## src/source/cpu_pkg.sv

```systemverilog
package cpu_pkg;

  localparam int WORD_W = 16;  // data and instruction word width
  localparam int OP_W   = 8;   // opcode field, upper bits of the first word

  // the lower WORD_W-OP_W bits of the first word hold the register number

  typedef enum logic [OP_W-1:0] {
    op_jmp       = 8'd1,   // pc <= operand
    op_ram2reg   = 8'd2,   // reg <= ram[operand]
    op_reg2ram   = 8'd3,   // ram[operand] <= reg
    op_num2reg   = 8'd4,   // reg <= operand
    op_reg_plus  = 8'd5,   // reg <= reg + operand
    op_reg_minus = 8'd6,   // reg <= reg - operand
    op_exit      = 8'd17   // retire, then stop the core
  } opcode_e;

  // exec_core sequencing
  typedef enum logic [2:0] {
    st_idle,           // program load, wait for start
    st_fetch_op,       // first word: opcode and register
    st_fetch_operand,  // second word: address or immediate
    st_decode,
    st_mem_read,       // ram2reg data access
    st_mem_write,      // reg2ram data access
    st_retire,         // hold the retire stream until accepted
    st_halted          // exit or fault, left only by reset
  } core_state_e;

  // page_walker sequencing
  typedef enum logic [1:0] {
    wk_wait,    // ready for a request
    wk_search,  // follow the chain one page per cycle
    wk_alloc,   // scan for a free physical page
    wk_found    // answer on the done signals
  } walk_state_e;

endpackage

```

## src/source/exec_core.sv

```systemverilog
`timescale 1ns/1ps

module exec_core
  import cpu_pkg::*;
#(
  parameter  int PAGE_WORDS = 64,
  parameter  int NUM_PAGES  = 16,
  parameter  int NUM_REGS   = 8,
  localparam int AW         = $clog2(PAGE_WORDS * NUM_PAGES),
  localparam int RW         = (NUM_REGS > 1) ? $clog2(NUM_REGS) : 1,
  localparam int RF_W       = WORD_W - OP_W
) (
  input  logic              clka,
  input  logic              rst_n,
  input  logic              start,
  input  logic              load_valid,
  input  logic [AW-1:0]     load_addr,
  input  logic [WORD_W-1:0] load_data,
  input  logic              retire_ready,
  input  logic              xlate_ready,
  input  logic              done_valid,
  input  logic [AW-1:0]     done_phys,
  input  logic              done_fault,
  input  logic [WORD_W-1:0] rd_data,
  output logic              load_ready,
  output logic              retire_valid,
  output opcode_e           retire_op,
  output logic [RF_W-1:0]   retire_reg,
  output logic [WORD_W-1:0] retire_value,
  output logic [AW-1:0]     retire_phys_addr,
  output logic              halted,
  output logic              fault,
  output logic              xlate_valid,
  output logic [WORD_W-1:0] xlate_addr,
  output logic              wr_en,
  output logic [AW-1:0]     wr_addr,
  output logic [WORD_W-1:0] wr_data,
  output logic              rd_en,
  output logic [AW-1:0]     rd_addr
);

  // steps of one translated RAM access
  typedef enum logic [1:0] {
    ph_req,    // translation request on the walker handshake
    ph_xlate,  // wait for done_valid, RAM access on that cycle
    ph_data    // rd_data valid
  } phase_e;

  core_state_e state;
  phase_e      phase;

  logic [WORD_W-1:0] pc;
  logic [WORD_W-1:0] regs [NUM_REGS];

  opcode_e           inst_op;
  logic [RF_W-1:0]   inst_reg;
  logic [WORD_W-1:0] operand;
  logic [WORD_W-1:0] result;  // retire value, also the reg2ram store word
  logic [AW-1:0]     phys_q;

  logic [RW-1:0]     reg_idx;
  logic [WORD_W-1:0] alu_value;
  logic              access_state;
  logic              data_state;
  logic              xlate_ok;

  assign reg_idx      = RW'(inst_reg % NUM_REGS);
  assign access_state = (state == st_fetch_op) || (state == st_fetch_operand) ||
                        (state == st_mem_read) || (state == st_mem_write);
  assign data_state   = (state == st_mem_read) || (state == st_mem_write);
  assign xlate_ok     = access_state && (phase == ph_xlate) && done_valid && !done_fault;

  always_comb begin
    case (inst_op)
      op_jmp, op_num2reg: alu_value = operand;
      op_reg_plus:        alu_value = regs[reg_idx] + operand;  // wraps at 16 bits
      op_reg_minus:       alu_value = regs[reg_idx] - operand;
      op_reg2ram:         alu_value = regs[reg_idx];
      default:            alu_value = '0;
    endcase
  end

  assign load_ready  = (state == st_idle);
  assign halted      = (state == st_halted);
  assign xlate_valid = access_state && (phase == ph_req);
  assign xlate_addr  = data_state ? operand : pc;

  // the RAM is addressed straight from the walker answer
  assign rd_en   = xlate_ok && (state != st_mem_write);
  assign rd_addr = done_phys;
  assign wr_en   = (state == st_idle && load_valid) || (xlate_ok && state == st_mem_write);
  assign wr_addr = (state == st_idle) ? load_addr : done_phys;
  assign wr_data = (state == st_idle) ? load_data : result;

  assign retire_valid     = (state == st_retire);
  assign retire_op        = inst_op;
  assign retire_reg       = inst_reg;
  assign retire_value     = result;
  assign retire_phys_addr = phys_q;

  always_ff @(posedge clka) begin
    if (phase == ph_data && state == st_fetch_op) begin
      inst_op  <= opcode_e'(rd_data[WORD_W-1:RF_W]);
      inst_reg <= rd_data[RF_W-1:0];
    end
    if (phase == ph_data && state == st_fetch_operand) begin
      operand <= rd_data;
    end
    if (state == st_decode) begin
      result <= alu_value;
      phys_q <= '0;  // only memory ops report an address
    end
    if (phase == ph_data && state == st_mem_read) begin
      result <= rd_data;
    end
    if (xlate_ok && data_state) begin
      phys_q <= done_phys;
    end
  end

  always_ff @(posedge clka or negedge rst_n) begin
    if (!rst_n) begin
      state <= st_idle;
      phase <= ph_req;
      pc    <= '0;
      fault <= 1'b0;
      for (int i = 0; i < NUM_REGS; i++) begin
        regs[i] <= '0;
      end
    end else begin
      case (state)
        st_idle: begin
          if (start) begin
            pc    <= '0;  // program starts at logical 0
            phase <= ph_req;
            state <= st_fetch_op;
          end
        end
        st_fetch_op, st_fetch_operand, st_mem_read, st_mem_write: begin
          case (phase)
            ph_req: begin
              if (xlate_ready) begin
                phase <= ph_xlate;
              end
            end
            ph_xlate: begin
              if (done_valid) begin
                if (done_fault) begin
                  fault <= 1'b1;  // faulting instruction is dropped
                  state <= st_halted;
                end else if (state == st_mem_write) begin
                  phase <= ph_req;
                  state <= st_retire;  // word written on this edge
                end else begin
                  phase <= ph_data;
                end
              end
            end
            ph_data: begin
              phase <= ph_req;
              case (state)
                st_fetch_op: begin
                  pc    <= pc + 1'b1;
                  state <= st_fetch_operand;
                end
                st_fetch_operand: begin
                  pc    <= pc + 1'b1;
                  state <= st_decode;
                end
                default: begin
                  regs[reg_idx] <= rd_data;  // ram2reg
                  state         <= st_retire;
                end
              endcase
            end
            default: phase <= ph_req;
          endcase
        end
        st_decode: begin
          phase <= ph_req;
          case (inst_op)
            op_ram2reg: state <= st_mem_read;
            op_reg2ram: state <= st_mem_write;
            op_jmp: begin
              pc    <= operand;
              state <= st_retire;
            end
            op_num2reg, op_reg_plus, op_reg_minus: begin
              regs[reg_idx] <= alu_value;
              state         <= st_retire;
            end
            default: state <= st_retire;  // exit and unknown opcodes
          endcase
        end
        st_retire: begin
          if (retire_ready) begin
            state <= (inst_op == op_exit) ? st_halted : st_fetch_op;
          end
        end
        default: state <= st_halted;  // stays until reset
      endcase
    end
  end

  a_retire_hold: assert property (@(posedge clka) disable iff (!rst_n)
    retire_valid && !retire_ready |=> retire_valid && $stable(retire_op) &&
      $stable(retire_reg) && $stable(retire_value) && $stable(retire_phys_addr))
    else $error("retire fields changed while stalled");

endmodule

```

## config.mk

```make
export PLATFORM = sky130hd
export DESIGN_NAME = exec_core
export DESIGN_NICKNAME = d
export VERILOG_FILES = /design/src/source/cpu_pkg.sv /design/src/source/exec_core.sv
export SDC_FILE = /design/constraint.sdc
export NUM_CORES = 1
export LEC_CHECK = 0
export BUFFER_PORTS_ARGS = -buffer_cell sky130_fd_sc_hd__buf_2
export CORE_MARGIN = 10
export CORE_UTILIZATION = 59
export DETAILED_ROUTE_END_ITERATION = 10
export PLACE_DENSITY = 0.92
export SYNTH_ARGS = -nofsm -noshare
export SYNTH_HDL_FRONTEND = slang
export SYNTH_SLANG_ARGS = --single-unit
```

## constraint.sdc

```tcl
create_clock -name clka -period 4.2 [get_ports clka]
set_clock_uncertainty 0.1 [all_clocks]
set_input_delay 0.21 -clock clka [delete_from_list [all_inputs] [get_ports clka]]
set_output_delay 0.21 -clock clka [all_outputs]
set_load 0.005 [all_outputs]
```

# Word-level counts from Yosys, hierarchy flattened
# Cells that the tools add are included.
[word_totals] reg_bits=208 latch_bits=0 ram_bits=0 romBits=0 out_inout_bits=101 word_cells=126 mem_count=0
[classes] add_sub_neg=3 multipliers=0 div=0 magnitude_cmp=2 n_eq_ne=29 shift=0 n_mux=41 bitwise=1 reduce_logical=33
[ops] op="two-way mux 128 bit" count=3
[ops] op="bitwise mux 128 bit" count=2
[ops] op="case mux 128 bit (2 select lines)" count=1
[ops] op="two-way mux 16 bit" count=11
[ops] op="case mux 16 bit (4 select lines)" count=1
[ops] op="binary-select mux 16 bit (select 3 bit)" count=1
[ops] op="demux 16 bit (select 3 bit)" count=1
[ops] op="case mux 16 bit (3 select lines)" count=1
[ops] op="two-way mux 10 bit" count=3
[ops] op="== test 8 x 3 -> 1 bit, second input constant" count=3
[ops] op="two-way mux 3 bit" count=6
[ops] op="adder 16 x 1 -> 16 bit, second input constant" count=1
[ops] op="adder 16 bit" count=1
[ops] op="== test 8 x 2 -> 1 bit, second input constant" count=2
[ops] op="subtractor 16 bit" count=1
[ops] op="inequality test 3 bit, second input constant" count=5
[ops] op="AND reduction 5 bit" count=3
[ops] op="== test 3 bit, second input constant" count=4
[ops] op="logical AND 1 bit" count=12
[ops] op="case mux 3 bit (2 select lines)" count=2
[ops] op="case mux 3 bit (4 select lines)" count=1
[ops] op="two-way mux 2 bit" count=5
[ops] op="inequality test 2 bit, second input constant" count=5
[ops] op="== test 8 x 1 -> 1 bit, second input constant" count=1
[ops] op="22 further kinds" count=33

# Logic depth before layout (Yosys ltp)
[logic_depth] depth_word=9 ltp_mapped=17

# Worst setup path after synthesis
# OpenSTA, ideal clock, no wires.
[synth_path] path_type="reg2reg" from="register inst_op[3], in the netlist retire_op[3]" to="register regs[58] (netlist bit)" t_arrival_ps=3680 setup_slack_ps=326 path_stages_with_launch=16 period_less_slack_ps=3874 cell_sequence="edfxtp_1 -> nor4_2 -> and2b_1 -> buf_4 -> buf_2 -> and3_1 -> clkbuf_1 -> nor2_1 -> xnor2_1 -> ha_1 -> a2111oi_0 -> o21ai_0 -> a41oi_1 -> mux2i_2 -> nor3_1 -> a211oi_1"
[synth_via] elab_chain_len=6
[synth_rtl] element="start, declared" line_no="exec_core.sv:55" source="opcode_e inst_op;"
[synth_rtl] element="start signal, assigned" line_no="exec_core.sv:103" source="inst_op <= opcode_e'(rd_data[WORD_W-1:RF_W]);"
[synth_rtl] element="== test 8 x 3 -> 1 bit or == test 8 x 1 -> 1 bit (tied branches)" line_no="exec_core.sv:74, exec_core.sv:181"
[synth_rtl] element="OR reduction 2 bit" line_no="exec_core.sv:74" source="case (inst_op)"
[synth_rtl] element="case mux 16 bit (4 select lines)" line_no="exec_core.sv:74"
[synth_rtl] element="bitwise mux 128 bit" line_no="exec_core.sv:189" source="regs[reg_idx] <= alu_value;"
[synth_rtl] element="two-way mux 128 bit" line_no="exec_core.sv:181" source="case (inst_op)"
[synth_rtl] element="case mux 128 bit (2 select lines)" line_no="exec_core.sv:131" source="case (state)"
[synth_rtl] element="end signal, assigned by index" line_no="exec_core.sv:171" source="regs[reg_idx] <= rd_data;"
[synth_rtl] element="end signal, assigned by index" line_no="exec_core.sv:189"
[synth_rtl] element="end, declared" line_no="exec_core.sv:53" source="logic [WORD_W-1:0] regs [NUM_REGS];"
# Several ways; a longest one is shown, not always the timed one. The select of a mux whose other input is x is not followed.
# A chain may end at the register's enable or synchronous reset.

# Worst setup path in the final report
[layout_path] from="register inst_reg[2], in the netlist retire_reg[2]" to="register regs[109] (netlist bit)"
[layout_via] elab_chain_len=9
[layout_rtl] element="start, declared" line_no="exec_core.sv:56" source="logic [RF_W-1:0] inst_reg;"
[layout_rtl] element="start signal, assigned" line_no="exec_core.sv:104" source="inst_reg <= rd_data[RF_W-1:0];"
[layout_rtl] element="inverter 3 -> 4 bit (not written as such) *"
[layout_rtl] element="binary-select mux 16 bit (select 3 bit) (tied with other cells)" line_no="exec_core.sv:76, exec_core.sv:77, exec_core.sv:78"
[layout_rtl] element="two-way mux 16 bit (not written as such) or logical AND 1 bit (tied branches)"
[layout_rtl] element="two-way mux 16 bit (on tied branches)"
[layout_rtl] element="subtractor 16 bit (tied with other cells)" line_no="exec_core.sv:77" source="op_reg_minus: alu_value = regs[reg_idx] - operand;"
[layout_rtl] element="case mux 16 bit (4 select lines) or bitwise mux 128 bit (tied branches)" line_no="exec_core.sv:74, exec_core.sv:171"
[layout_rtl] element="bitwise mux 128 bit or two-way mux 128 bit (tied branches)" line_no="exec_core.sv:189, exec_core.sv:161"
[layout_rtl] element="two-way mux 128 bit (on tied branches)" line_no="exec_core.sv:181, exec_core.sv:140"
[layout_rtl] element="case mux 128 bit (2 select lines) *" line_no="exec_core.sv:131"
# Mark *: on every way between the ends. The rest lies on a longest branch, timed or not. The select of a mux whose other input is x is not followed.

==> results.toml <==
[place]
place.port_buffers = 160
detailed_place_hpwl_mm = 27.7
routabilityCongestion = 1.00
postPlaceCellArea_sq_um = 13600
place_inst = 1560
pre_cts_slack_ns = -0.129

[sta]
timing.max_slew.rel_slack = 0.321
timing.final.crit_share = 0.980
worst-slew-pin-transition_ns = 1.02
layout_min_cycle_time_ns = 4.12
tns_ns = 0
clock.fmax_mhz = 243
final-hold-violation-count = 0
setup_slack_ns = 0.0825
slew_viol_final = 0
holdWs_ns = 0.0136
finalSetupViolCount = 0

[global_routing]
via_count_of_the_first_global_routing_pass = 10700
grt_start_max_net_pins = 89
global_route.overflow_total = 0
grtUsageTotal = 0.284
antenna_found_initial = 0
wire_length_of_the_first_global_routing_pass_mm = 60.4

[cts]
cts-htree-levels = 1
clock_insertion_delay_worst_skew_ns = 0.52
clockBufferDepth = 3
tritoncts.num_buffers = 23
cts.clk_slew.worst_paths_ns = 0.06
clock_sink_count = 208
cts_tree = "done"
clock_tree.root_cell = "sky130_fd_sc_hd__clkbuf_16"

[critical_path]
critPathCapture = "regs[109]$_DFFE_PN0P_"
largest_driver_fanout_on_the_critical_path = 23
critPathLaunchType = "flip-flop"
setup_slack_of_the_most_critical_reg_to_reg_path_ns = 0.08
max_stage_delay_ns = 0.52
worst_setup_path_startpoint = "retire_reg[2]$_DFFE_PP_"
timing.rr.start = "retire_reg[2]$_DFFE_PP_"
worstRegToRegCells = 14
crit-reg2reg-capture = "regs[109]$_DFFE_PN0P_"
crit_arrival_ns = 4.40
crit_required_ns = 4.49
setup.worst_path.class = "flip-flop to flip-flop"
crit_chain = "buf_12, and2_1, buf_4, a221oi_1, o221ai_1, ha_1, nand3_1, a2111oi_2, buf_4, o31a_1, or3_1, a31oi_4, buf_12, o31ai_1"
critPathCaptureType = "flip-flop"
cp_slowest_cell = "sky130_fd_sc_hd__edfxtp_1"

[synth]
ys_types = 86
seq_area_frac_synth = 0.449
synth.ff_latch_count = 208
synthesis.instances = 1130
synth_area_leader_cell = "sky130_fd_sc_hd__dfrtp_1"
synth_commonest_cells = "sky130_fd_sc_hd__dfrtp_1 (150), sky130_fd_sc_hd__mux2_2 (136), sky130_fd_sc_hd__nor2_1 (94), sky130_fd_sc_hd__nand2_1 (81), sky130_fd_sc_hd__edfxtp_1 (58)"
synth.most_common_cell = "sky130_fd_sc_hd__dfrtp_1"
synth_area_sq_um = 12200
synth.net_count = 1211
synth_top_flop_cell = "sky130_fd_sc_hd__dfrtp_1"
yosysWarningCount = 0
synth-edff-count = 58
synthArstFlopShare = 0.721
synthDominantCellAreaShare = 0.307
syn_avg_cell_area_sq_um = 10.8
netlist_top_cells_area = "sky130_fd_sc_hd__dfrtp_1 (31%), sky130_fd_sc_hd__edfxtp_1 (14%), sky130_fd_sc_hd__mux2_2 (13%), sky130_fd_sc_hd__nor2_1 (2.9%), sky130_fd_sc_hd__nand2_1 (2.5%)"

[finish]
antennaDiodeCount = 0
max_ffs_per_register = 128
finalInstanceArea_sq_um = 14700
regMostFlops = "regs"
area_growth_syn_to_layout_pct = 20.4
layout-drive-gt1-share = 0.358
layout.nets = 1430
fill_cells = 1349
finish.cell_count_without_fillers = 1635

[drt]
drt_iter0_markers = 1271
drt-vias-per-instance = 6.63
first_pass_iters = 8
antenna_left = 0
post-route-drc-count = 0
route.detailed.wl_per_inst_um = 24.3
finalWirelength_mm = 39.7
dr_total_vias = 10800

[worst_hold_path]
hp-class = "input pin to flip-flop"
hold_start = "done_phys[5]"

[floorplan]
rows = 52
die_height_um = 164
floorplan.core_area_sq_um = 20300
die_area_sq_um = 26900
ioPinCount = 161
initial_core_util = 0.603
die_w_um = 164

[status]
run_status = "finished, final reports clean"

[flow_run]
reported_max_cap_violation_count = 0

[power]
power_density_nw_per_um2 = 448
power.static_leakage_uw = 0.00653
peakVddDrop_mv = 0.349
-- power breakdown --
| group | internal (uW) | switching [uW] | leakage, uW |
|---|---|---|---|
| registers | 2480 | 288 | 0.00237 |
| clock network | 1060 | 821 | 0.000347 |
| logic | 855 | 1090 | 0.00382 |
| total | 4390 | 2200 | 0.00653 |
-- cells in the final DEF (no fill, tap or decap), types with 14 or more instances in the layout --
cell	n
sky130_fd_sc_hd__nor2_1	93
sky130_fd_sc_hd__inv_1	22
sky130_fd_sc_hd__nor3_1	20
sky130_fd_sc_hd__o31ai_1	17
sky130_fd_sc_hd__o21ai_0	51
sky130_fd_sc_hd__nand2b_1	15
sky130_fd_sc_hd__nand2_1	81
sky130_fd_sc_hd__edfxtp_1	58
sky130_fd_sc_hd__mux2_2	136
sky130_fd_sc_hd__and3_1	23
sky130_fd_sc_hd__a211oi_1	16
sky130_fd_sc_hd__a21oi_1	46
sky130_fd_sc_hd__ha_1	20
sky130_fd_sc_hd__dfrtp_1	150
sky130_fd_sc_hd__nand3_1	17
sky130_fd_sc_hd__mux2i_1	25
sky130_fd_sc_hd__dlygate4sd3_1	28
sky130_fd_sc_hd__buf_4	88
sky130_fd_sc_hd__a31oi_1	14
sky130_fd_sc_hd__a22oi_1	17
sky130_fd_sc_hd__clkbuf_16	23
sky130_fd_sc_hd__a221oi_1	18
sky130_fd_sc_hd__buf_2	159
-- final cells by class --
class | count | area (sq um) | area share
Multi-Input combinational cell | 812 | 6280 | 0.427
Sequential cell | 208 | 5500 | 0.373
Timing Repair Buffer | 280 | 1830 | 0.124
Clock buffer | 30 | 632 | 0.0429
Tap cell | 270 | 338 | 0.0229
Inverter | 24 | 90.1 | 0.00612
Clock inverter | 11 | 63.8 | 0.00433
-- worst max-delay path, delay by kind of cell (launching register included) --
family | cells | cell delay (ns)
and+or+nand+nor | 3 | 0.54
adders and majority gates | 1 | 0.48
DFF | 1 | 0.52
AOI/OAI and AO/OA | 6 | 1.57
buffers and inverters | 4 | 0.76
-- metal layers --
metal,routed length (um),track usage,vias up,part of all wire
li1,-,-,4663,-
met5,0,0,-,0
met3,4320,0.0608,158,0.11
met4,1920,0.133,0,0.048
met2,19100,0.481,775,0.48
met1,14400,0.339,5241,0.36
-- worst min path at each step --
stage / end / slack, ns / cells after the start
final: retire_phys_addr[5]$_SDFFCE_PN0P_ / 0.01 / 2
after global routing: retire_phys_addr[5]$_SDFFCE_PN0P_ / 0.03 / 2
after CTS: retire_phys_addr[5]$_SDFFCE_PN0P_ / 0.005 / 2
after detailed placement: regs[18]$_DFFE_PN0P_ / 0.22 / 1
after global placement: regs[82]$_DFFE_PN0P_ / 0.21 / 1
after floorplan: fault$_DFFE_PN0P_ / -0.19 / 0
-- kinds of logic after synthesis --
| kind of cell | count (synthesis) | synth area share |
|---|---|---|
| simple gates | 317 | 0.134 |
| mux | 179 | 0.172 |
| compound gates | 273 | 0.160 |
| flops | 208 | 0.449 |
| xor+xnor | 22 | 0.0157 |
| buf+inv | 110 | 0.0466 |
| fa+ha+maj | 21 | 0.0221 |
-- stage by stage --
step / utilization / total power, uW
after floorplan: - / 3880
after global placement: 0.670 / 4490
after detailed placement: 0.670 / 4600
after CTS: 0.719 / 6520
after global routing: 0.726 / 6900
final: 0.726 / 6590
-- timing repair --
action                                  4_1_cts  5_1_grt
resized for setup                             2       22
hold endpoints to repair                    129        0
endpoints found under the setup margin       23       50
pin swaps                                     0        4
setup buffers                                 0        6
hold buffers                                 28        0
(Power assumes the default switching activity.)
