===== src/source/cpu_pkg.sv =====
package cpu_pkg;

  localparam int WORD_W = 16;  // data and instruction word width
  localparam int OP_W   = 8;   // opcode field, upper bits of the first word

  // the lower WORD_W-OP_W bits of the first word hold the register number

  typedef enum logic [OP_W-1:0] {
    op_jmp       = 8'd1,   // pc <= operand
    op_ram2reg   = 8'd2,   // reg <= ram[operand]
    op_reg2ram   = 8'd3,   // ram[operand] <= reg
    op_num2reg   = 8'd4,   // reg <= operand
    op_reg_plus  = 8'd5,   // reg <= reg + operand
    op_reg_minus = 8'd6,   // reg <= reg - operand
    op_exit      = 8'd17   // retire, then stop the core
  } opcode_e;

  // exec_core sequencing
  typedef enum logic [2:0] {
    st_idle,           // program load, wait for start
    st_fetch_op,       // first word: opcode and register
    st_fetch_operand,  // second word: address or immediate
    st_decode,
    st_mem_read,       // ram2reg data access
    st_mem_write,      // reg2ram data access
    st_retire,         // hold the retire stream until accepted
    st_halted          // exit or fault, left only by reset
  } core_state_e;

  // page_walker sequencing
  typedef enum logic [1:0] {
    wk_wait,    // ready for a request
    wk_search,  // follow the chain one page per cycle
    wk_alloc,   // scan for a free physical page
    wk_found    // answer on the done signals
  } walk_state_e;

endpackage


===== src/source/page_walker.sv =====
`timescale 1ns/1ps

module page_walker
  import cpu_pkg::*;
#(
  parameter  int PAGE_WORDS = 64,
  parameter  int NUM_PAGES  = 16,
  localparam int RAM_WORDS  = PAGE_WORDS * NUM_PAGES,
  localparam int AW         = $clog2(RAM_WORDS),
  localparam int PW         = (NUM_PAGES > 1) ? $clog2(NUM_PAGES) : 1
) (
  input  logic              clka,
  input  logic              rst_n,
  input  logic              xlate_valid,
  input  logic [WORD_W-1:0] xlate_addr,
  output logic              xlate_ready,
  output logic              done_valid,
  output logic [AW-1:0]     done_phys,
  output logic              done_fault
);

  localparam logic [PW-1:0] LAST_PAGE = PW'(NUM_PAGES - 1);

  walk_state_e state;

  // page table, one entry per physical page
  logic [PW-1:0]     chain_next [NUM_PAGES];  // next page of the chain, self at the end
  logic [WORD_W-1:0] log_page   [NUM_PAGES];  // logical page held by this physical page
  logic [NUM_PAGES-1:0] used;

  logic [WORD_W-1:0] last_lpage;  // last translation
  logic [PW-1:0]     last_ppage;
  logic [PW-1:0]     scan_ptr;    // lowest page that may still be free
  logic [PW-1:0]     cur_page;    // chain position, tail while allocating
  logic              fault_q;

  logic [WORD_W-1:0] req_lpage;
  logic [AW-1:0]     req_off;
  logic [WORD_W-1:0] in_lpage;
  logic [AW-1:0]     in_off;

  assign in_lpage = WORD_W'(xlate_addr / PAGE_WORDS);
  assign in_off   = AW'(xlate_addr % PAGE_WORDS);

  assign xlate_ready = (state == wk_wait);
  assign done_valid  = (state == wk_found);
  assign done_fault  = fault_q;
  assign done_phys   = AW'(cur_page * PAGE_WORDS) + req_off;

  always_ff @(posedge clka) begin
    if (xlate_valid && state == wk_wait) begin
      req_lpage <= in_lpage;
      req_off   <= in_off;
    end
  end

  always_ff @(posedge clka or negedge rst_n) begin
    if (!rst_n) begin
      state      <= wk_wait;
      last_lpage <= '0;
      last_ppage <= '0;
      scan_ptr   <= PW'(1);
      cur_page   <= '0;
      fault_q    <= 1'b0;
      used       <= '0;
      for (int i = 0; i < NUM_PAGES; i++) begin
        chain_next[i] <= '0;
        log_page[i]   <= '0;
      end
      used[0] <= 1'b1;  // page 0 holds logical page 0, start and end of the chain
    end else begin
      case (state)
        wk_wait: begin
          if (xlate_valid) begin
            fault_q <= 1'b0;
            if (in_lpage == last_lpage) begin
              cur_page <= last_ppage;
              state    <= wk_found;
            end else begin
              cur_page <= '0;  // chain always starts at page 0
              state    <= wk_search;
            end
          end
        end
        wk_search: begin
          if (log_page[cur_page] == req_lpage) begin
            last_lpage <= req_lpage;
            last_ppage <= cur_page;
            state      <= wk_found;
          end else if (chain_next[cur_page] == cur_page) begin
            state <= wk_alloc;  // cur_page is the tail
          end else begin
            cur_page <= chain_next[cur_page];
          end
        end
        wk_alloc: begin
          if (!used[scan_ptr]) begin
            chain_next[cur_page] <= scan_ptr;  // link behind the old tail
            chain_next[scan_ptr] <= scan_ptr;  // new tail
            log_page[scan_ptr]   <= req_lpage;
            used[scan_ptr]       <= 1'b1;
            cur_page             <= scan_ptr;
            last_lpage           <= req_lpage;
            last_ppage           <= scan_ptr;
            if (scan_ptr != LAST_PAGE) begin
              scan_ptr <= scan_ptr + PW'(1);
            end
            state <= wk_found;
          end else if (scan_ptr == LAST_PAGE) begin
            fault_q <= 1'b1;  // memory full
            state   <= wk_found;
          end else begin
            scan_ptr <= scan_ptr + PW'(1);
          end
        end
        default: begin
          state <= wk_wait;  // done pulse lasts one cycle
        end
      endcase
    end
  end

  a_phys_in_range: assert property (@(posedge clka) disable iff (!rst_n)
    done_valid && !done_fault |-> done_phys < RAM_WORDS)
    else $error("translated address outside the RAM");

endmodule


===== config.mk =====
export PLATFORM = sky130hd
export DESIGN_NAME = page_walker
export DESIGN_NICKNAME = d
export VERILOG_FILES = /design/src/source/cpu_pkg.sv /design/src/source/page_walker.sv
export SDC_FILE = /design/constraint.sdc
export NUM_CORES = 1
export LEC_CHECK = 0
export BUFFER_PORTS_ARGS = -buffer_cell sky130_fd_sc_hd__buf_2
export CELL_PAD_IN_SITES_DETAIL_PLACEMENT = 0
export CELL_PAD_IN_SITES_GLOBAL_PLACEMENT = 1
export CORE_UTILIZATION = 45
export DETAILED_ROUTE_END_ITERATION = 10
export PLACE_DENSITY = 0.74
export SYNTH_ARGS = -nofsm -noshare
export SYNTH_HDL_FRONTEND = slang
export SYNTH_SLANG_ARGS = --single-unit

===== constraint.sdc =====
create_clock -name clka -period 6.3 [get_ports clka]
set_input_delay 1.26 -clock clka [delete_from_list [all_inputs] [get_ports clka]]
set_output_delay 1.26 -clock clka [all_outputs]
set_load 0.03 [all_outputs]

; ---- Word level (Yosys, flattened, before mapping)
; Cells that the tools add are included.
[op_classes]
div_mod_pow = 0
n_lt_le_gt_ge = 6
bitwise_logic = 4
addsub = 2
mux = 44
n_mul = 0
n_eq_ne = 18
n_shift = 0
reduce_logical = 15
[ops]
columns = operator, n
row1 = $bwmux 256, 1
row2 = $bwmux 64, 2
row3 = $mux 16, 5
row4 = $bmux 16 s4, 1
row5 = $demux 16 s4, 1
row6 = $mux 4, 13
row7 = $demux 4 s4, 2
row8 = $pmux 16 s2, 1
row9 = $bmux 4 s4, 1
row10 = $eq 10x16->1, 1
row11 = $eq 16x10->1, 1
row12 = $ne 2x2->1 const B, 8
row13 = $or 16x16->16, 1
row14 = $mux 2, 6
row15 = $pmux 4 s3, 1
row16 = $add 10x6->10, 1
row17 = $ge 5x5->1 const B, 2
row18 = $lt 5x1->1 const B, 2
row19 = $not 4->5, 2
row20 = $reduce_and 3->1, 3
row21 = $pmux 4 s2, 1
row22 = $ne 3x3->1 const B, 2
row23 = $pmux 2 s3, 1
row24 = $reduce_bool 2->1, 3
row25 = other kinds (19), 27
[word_totals]
n_memories = 0
latch_bits = 0
output_inout_bits = 13
register_bits = 383
romBits = 0
inputBits = 19
ramBits = 0

; ---- Longest topological paths before layout
; Gate-level depths: netlist of the first run.
[logic_depth]
ltp_word = 8
ltp_mapped = 13
mapped_depth_nobuf = 8

; ---- Worst setup path after synthesis of the first run
; Ideal clock, no wire load.
[synth_path]
kind = reg-to-reg
start = register cur_page[1]
end = register last_lpage[2]
path_slack_ns = 3.168
setup_ns = 0.125
required_time_ns = 6.175
t_arrival_ns = 3.007
path_buffers = 4
path_stages_with_launch = 12
cell_sequence = dfrtp_1 -> buf_6 -> buf_8 -> mux4_2 -> a221oi_1 -> xnor2_1 -> nor4_4 -> a31o_1 -> and3_1 -> buf_6 -> buf_12 -> mux2_4
[synth_between]
elab_chain_cells = 7
[synth_rtl]
columns = element, line_no
row1 = from (decl), page_walker.sv:34  ; logic [PW-1:0] cur_page;
row2 = from (signal assigned), page_walker.sv:77  ; cur_page <= last_ppage;
row3 = from (signal assigned), page_walker.sv:93  ; cur_page <= chain_next[cur_page];
row4 = from (signal assigned), page_walker.sv:102  ; cur_page <= scan_ptr;
row5 = $not 4->5 (not written as such), page_walker.sv:86  ; if (log_page[cur_page] == req_lpage) begin
row6 = $bmux 16 s4, page_walker.sv:86
row7 = $mux 16 (not written as such) (2 in series), page_walker.sv:86
row8 = $eq 16x10->1, page_walker.sv:86
row9 = $ne 2x2->1 (no line), -
row10 = $reduce_and 3->1 (no line), -
row11 = to (signal assigned), page_walker.sv:87  ; last_lpage <= req_lpage;
row12 = to (signal assigned), page_walker.sv:103  ; last_lpage <= req_lpage;
row13 = to (decl), page_walker.sv:31  ; logic [WORD_W-1:0] last_lpage;
; Every way passes these cells. The select of a mux whose other input is x is not followed.
; A chain may end at the register's enable or synchronous reset.

; ---- Worst setup path after layout of the first run
[layout_path]
start = register cur_page[0]
end = register last_lpage[9]
; The elaborated chain is that of the path after synthesis.

==> impl_metrics.py, run 1 <==
metrics = {
    "outcome": {
        "status": "finished clean",
    },
    "sta": {
        "slew_headroom": 0.288,
        "setup_viol": 0,
        "finalCriticalPeriod_ps": 4590,
        "clock_skew_ps": 17.5,
        "hold-worst-slack_ps": 474,
        "tightest_slew_ps": 1070,
        "fin_setup_tns_ps": 0,
        "fin_crit_sh": 0.729,
        "hold_viol": 0,
        "drv_slew": 0,
        "rsz0062_at_grt": "false",
        "fmax_ghz": 0.218,
    },
    "logic_synthesis": {
        "synth.distinct_cells": 54,
        "synth.area.top_cells": "dfrtp_1, mux2_2, mux4_2, edfxtp_1, nand2_1",
        "ys_seq_elements": 281,
        "syn_inst": 961,
        "syn_area_sq_um": 13200,
        "syn_nets": 989,
        "synth.top_cell.area_share": 0.498,
        "ys_warn_count": 0,
        "yosys.area.top_type": "dfrtp_1",
        "ys_seq_area_frac": 0.539,
        "synth_area_per_cell_sq_um": 13.7,
    },
    "clock_tree": {
        "cts_tree": "built",
        "root_buffer": "clkbuf_16",
        "post_cts_buffers": 0,
        "clkTransAtPathRegs_ps": 60,
        "hold_buffers": 0,
        "cts_sinks": 281,
        "clk_latency_ps": 560,
        "clk_path_buf_depth": 3,
        "ctsResizeCount": 0,
        "htree_levels": 1,
        "numCtsBuffers": 30,
    },
    "critical_path": {
        "startpoint_type": "flop",
        "cp-end-kind": "flop",
        "cp.required_ps": 6740,
        "path_class": "flop to flop",
        "cp_max_fo": 19,
        "arrival_ps": 5030,
    },
    "drt": {
        "final_antenna_net_count": 0,
        "vias_per_cell": 5.82,
        "drtPass1Iterations": 5,
        "wire_per_inst_um": 22.9,
        "first_iter_violations": 604,
        "drcViolationCount": 0,
        "wl_mm": 31.5,
        "vias": 8015,
    },
    "floorplan": {
        "boundaryPins": 32,
        "die_w_um": 173,
        "die_area_sq_um": 30000,
        "core_area_sq_um": 28800,
        "rows": 62,
        "dieHeight_um": 173,
        "initial_core_util": 0.459,
    },
    "global_routing": {
        "grt_pass1_wl_mm": 50.7,
        "grt_max_degree": 122,
        "grt_pass1_vias": 8329,
        "antenna_found_initial": 0,
        "grt-ovfl-total": 0,
        "grt_usage": 0.219,
    },
    "placement": {
        "hpwl_mm": 20.5,
        "portBuffers": 31,
        "place_congestion": 0.916,
        "dpl_cell_area_sq_um": 13700,
    },
    "cells_and_area": {
        "layout.nets": 997,
        "drive_gt1_frac": 0.371,
        "design_area_sq_um": 14700,
        "final_core_util": 0.511,
        "syn2layout_area_growth_pct": 11.4,
        "insertedDiodeCount": 0,
    },
    "pwr": {
        "power.leakage_nw": 6.52,
        "ir_drop_mv": 0.249,
        "p_total_mw": 7.23,
        "p_per_area_nw_per_um2": 491,
    },
    "flow_run": {
        "drv_cap": 0,
    },
    "min_path": {
        "hold_class": "flop to flop",
    },
}
cells in the final DEF (no fill, tap or decap), types with 3 or more instances in the layout:
| master | n |
|---|---|
| a22oi_1 | 8 |
| a22o_1 | 8 |
| a31oi_1 | 6 |
| and2_1 | 5 |
| mux2_2 | 171 |
| ha_1 | 9 |
| nor2b_1 | 7 |
| nor3_1 | 4 |
| buf_2 | 30 |
| nand3_1 | 17 |
| a21boi_1 | 3 |
| inv_1 | 12 |
| nand4_1 | 6 |
| a21oi_1 | 28 |
| buf_4 | 21 |
| edfxtp_1 | 16 |
| o21ai_0 | 41 |
| a21o_1 | 3 |
| or2_2 | 11 |
| nor2_1 | 23 |
| mux2_4 | 10 |
| clkbuf_8 | 10 |
| dfrtp_1 | 261 |
| nor2_2 | 3 |
| mux4_2 | 60 |
| mux2_1 | 8 |
| nand2b_1 | 13 |
| clkbuf_16 | 31 |
| nand2_1 | 67 |
| mux2i_1 | 23 |
| xnor2_1 | 15 |
| clkinv_2 | 3 |
| clkbuf_1 | 6 |
| xor2_1 | 11 |
| a32o_1 | 10 |
worst max-delay path, stage by stage, from the launching register on:
cell     delay (ps)
dfrtp_1         850
buf_4           410
nor2b_1         890
a22oi_1         210
nand2_1         210
xnor2_1          90
o31ai_1         370
a31o_1          250
and3_1          750
mux2_2          420
area by class of cell:
cell class | instances | area (sq um)
multi-input combinational | 591 | 5680
sequential | 281 | 7120
tap | 384 | 480
timing repair buffer | 53 | 343
inverter | 12 | 45.0
fill | 2422 | 14100
clock inverter | 8 | 108
clock buffer | 47 | 936
final timing paths:
| kind | endpoint | from | cells past startpoint | slack (ps) |
|---|---|---|---|---|
| max in group asynchronous | log_page[9] | rst_n | 2 | 4410 |
| min reg2reg | used[15] | used[15] | 1 | 470 |
| min | used[15] | used[15] | 1 | 470 |
| max reg2reg | last_lpage[9] | cur_page[0] | 9 | 1710 |
| max | last_lpage[9] | cur_page[0] | 9 | 1710 |
| min in group asynchronous | chain_next[1] | rst_n | 1 | 770 |
metal layers:
metal	part of all wire	track usage
met1	0.47	0.332
met2	0.45	0.334
met3	0.053	0.0283
met4	0.020	0.0546
met5	0	0
cell families after synthesis:
family,Yosys count,synth area share
AOI/OAI and AO/OA,117,0.0568
adders and majority gates,9,0.00852
DFF,281,0.539
and+or+nand+nor,167,0.0620
xor gates and xnor gates,26,0.0172
buffers and inverters,89,0.0331
muxes,272,0.284
stage by stage:
stage               cells  worst slack (ps)
finish               1376              1710
global route         1376              1420
CTS                  1376              1700
detailed placement   1321              1710
global placement     1321              1790
floorplan             961              3170
synth_stat cells, drive strengths merged:
cell / n
mux2: 189
o2bb2ai: 3
a221oi: 2
nand3b: 1
or3: 1
and3: 1
o32a: 1
o22a: 1
o31ai: 1
mux4: 60
or2: 11
a32o: 10
a21o: 3
o21ai: 41
and2: 5
nand3: 17
dfstp: 2
ha: 9
xor2: 11
nor2b: 8
buf: 47
inv: 12
a211oi: 1
nor2: 27
nor3b: 3
nor3: 4
dfrtp: 263
nor4: 3
a21boi: 3
nand2: 67
nand2b: 13
a22oi: 8
edfxtp: 16
nand4: 6
a31oi: 6
a31o: 1
mux2i: 23
clkbuf: 30
xnor2: 15
a21oi: 28
a22o: 8
report_power, final:
group	internal [mW]	switching [mW]	total, mW
Sequential	2.51	0.503	3.02
Combinational	1.25	1.14	2.39
Clock	1.10	0.719	1.82
state kept, by name, indices dropped and copies added, names as in the netlist:
| name | flops |
|---|---|
| used | 16 |
| cur_page | 4 |
| last_ppage | 4 |
| chain_next | 64 |
| req_off | 6 |
| req_lpage | 10 |
| log_page | 160 |
| last_lpage | 10 |
| state | 2 |
| done_fault | 1 |
| scan_ptr | 4 |
No activity file was read; power rests on OpenSTA's default activity.
==> inputs of run 2 (changes only) <==
==> constraint.sdc (replaced) <==
create_clock -name clka -period 4.3 [get_ports clka]
set_input_delay 0.86 -clock clka [delete_from_list [all_inputs] [get_ports clka]]
set_output_delay 0.86 -clock clka [all_outputs]
set_load 0.03 [all_outputs]
==> run 2 against run 1 <==
  * Clock power is 38% higher
  * Final area is 0.65% higher
  * Core utilization is 0.33 points higher
  * Flip-flop and latch count stayed put
  * Critical path type unchanged
  * Largest cell class unchanged
==> impl_metrics.py, run 2 (synthesis results as in run 1) <==
metrics = {
    "outcome": {
        "status": "finished clean",
    },
    "clock_tree": {
        "cts_sinks": 281,
        "clk_path_buf_depth": 3,
        "clk_latency_ps": 570,
        "post_cts_buffers": 0,
        "numCtsBuffers": 30,
        "root_buffer": "clkbuf_16",
        "clkTransAtPathRegs_ps": 60,
        "hold_buffers": 0,
        "ctsResizeCount": 0,
        "cts_tree": "built",
        "htree_levels": 1,
    },
    "sta": {
        "hold_viol": 0,
        "finalCriticalPeriod_ps": 3660,
        "rsz0062_at_grt": "false",
        "fmax_ghz": 0.273,
        "slew_headroom": 0.437,
        "setup_viol": 0,
        "drv_slew": 0,
        "fin_crit_sh": 0.852,
        "fin_ws_ps": 637,
        "clock_skew_ps": 21.0,
        "fin_setup_tns_ps": 0,
        "tightest_slew_ps": 844,
    },
    "drt": {
        "wl_mm": 31.0,
        "final_antenna_net_count": 0,
        "drtPass1Iterations": 4,
        "wire_per_inst_um": 22.2,
        "vias": 8003,
        "vias_per_cell": 5.72,
        "first_iter_violations": 745,
        "drcViolationCount": 0,
    },
    "placement": {
        "place_congestion": 0.824,
        "hpwl_mm": 20.5,
        "dp_slack_ps": 661,
        "place_inst": 1345,
        "portBuffers": 31,
    },
    "floorplan": {
        "die_w_um": 173,
        "die_area_sq_um": 30000,
        "initial_core_util": 0.459,
        "core_area_sq_um": 28800,
        "rows": 62,
        "dieHeight_um": 173,
        "boundaryPins": 32,
    },
    "global_routing": {
        "met2_usage": 0.321,
        "grt_pass1_vias": 8305,
        "grt_use_met3": 0.0322,
        "use_met1": 0.332,
        "grt-ovfl-total": 0,
        "antenna_found_initial": 0,
        "grt-busiest-layer": "met1",
        "grt_pass1_wl_mm": 50.3,
        "grt_max_degree": 105,
        "grt_usage": 0.215,
    },
    "critical_path": {
        "cp_num_buf_inv": 1,
        "cp.required_ps": 4750,
        "path_delay_family": "multiplexers",
        "cp_max_fo": 14,
        "cp-end-kind": "flop",
        "startpoint_type": "flop",
        "path_cells": "mux4_2 > mux2i_1 > xnor2_1 > or3_1 > a211oi_1 > a31o_1 > and3_1 > buf_4 > mux2_2",
        "slowest_delay_ps": 860,
        "critPathSlowestCell": "dfrtp_1",
        "path_class": "flop to flop",
        "arrival_ps": 4110,
    },
    "cells_and_area": {
        "insertedDiodeCount": 0,
        "drive_gt1_frac": 0.373,
        "top_regs": "log_page: 160 flops, chain_next: 64 flops, used: 16 flops",
        "layout.nets": 1021,
        "fillCellCount": 2449,
        "final_cells": 1398,
        "top_register": "log_page",
        "final_common_cell": "dfrtp_1",
        "syn2layout_area_growth_pct": 12.1,
        "final_core_util": 0.515,
        "largest_register_ffs": 160,
        "final_cell_mix": "dfrtp_1, mux2_2, nand2_1, mux4_2, buf_4",
    },
    "min_path": {
        "hold_class": "primary input to async pin",
    },
    "pwr": {
        "ir_drop_mv": 0.354,
        "p_per_area_nw_per_um2": 709,
        "power.leakage_nw": 6.58,
    },
    "flow_run": {
        "drv_cap": 0,
    },
}
[run 2: cell type report]
| cell class | instances | area (sq um) | area share |
|---|---|---|---|
| inverters | 12 | 45.0 | 0.00304 |
| clock buffers | 43 | 810 | 0.0547 |
| clock inverters | 10 | 139 | 0.00938 |
| well taps | 384 | 480 | 0.0324 |
| flip-flops and latches | 281 | 7120 | 0.481 |
| multi-input cells | 591 | 5670 | 0.383 |
| repair buffers | 77 | 548 | 0.0370 |
[run 2: final timing paths]
kind | startpoint | to | cells after the start | slack, ps
min reg2reg | used[15] | used[15] | 1 | 460
min | rst_n | chain_next[8] | 1 | 350
min in group clka | used[15] | used[15] | 1 | 460
max | cur_page[2] | last_lpage[1] | 9 | 640
max reg2reg | cur_page[2] | last_lpage[1] | 9 | 640
max in group asynchronous | rst_n | chain_next[63] | 2 | 2970
[run 2: per-stage QoR]
step                      cell area, sq um  power (mW)  hold slack [ps]
after floorplan                      13200        7.03              429
after global placement               13900        7.93              445
after detailed placement             13900        8.01              451
after CTS                            14800        10.6              392
after global routing                 14800        11.1              427
final                                14800        10.5              347
[run 2: routing by layer]
metal  wire, um  part of all wire  vias up
met1      15400              0.50     4239
met2      13700              0.44      173
met4        465             0.015        0
li1           -                 -     3557
met5          0                 0        -
met3       1440             0.046       34
[run 2: report_power, final]
part / internal (mW) / total, mW / switching (mW)
combinational: 1.88 / 3.61 / 1.73
clock: 1.48 / 2.52 / 1.04
sequential: 3.68 / 4.37 / 0.688
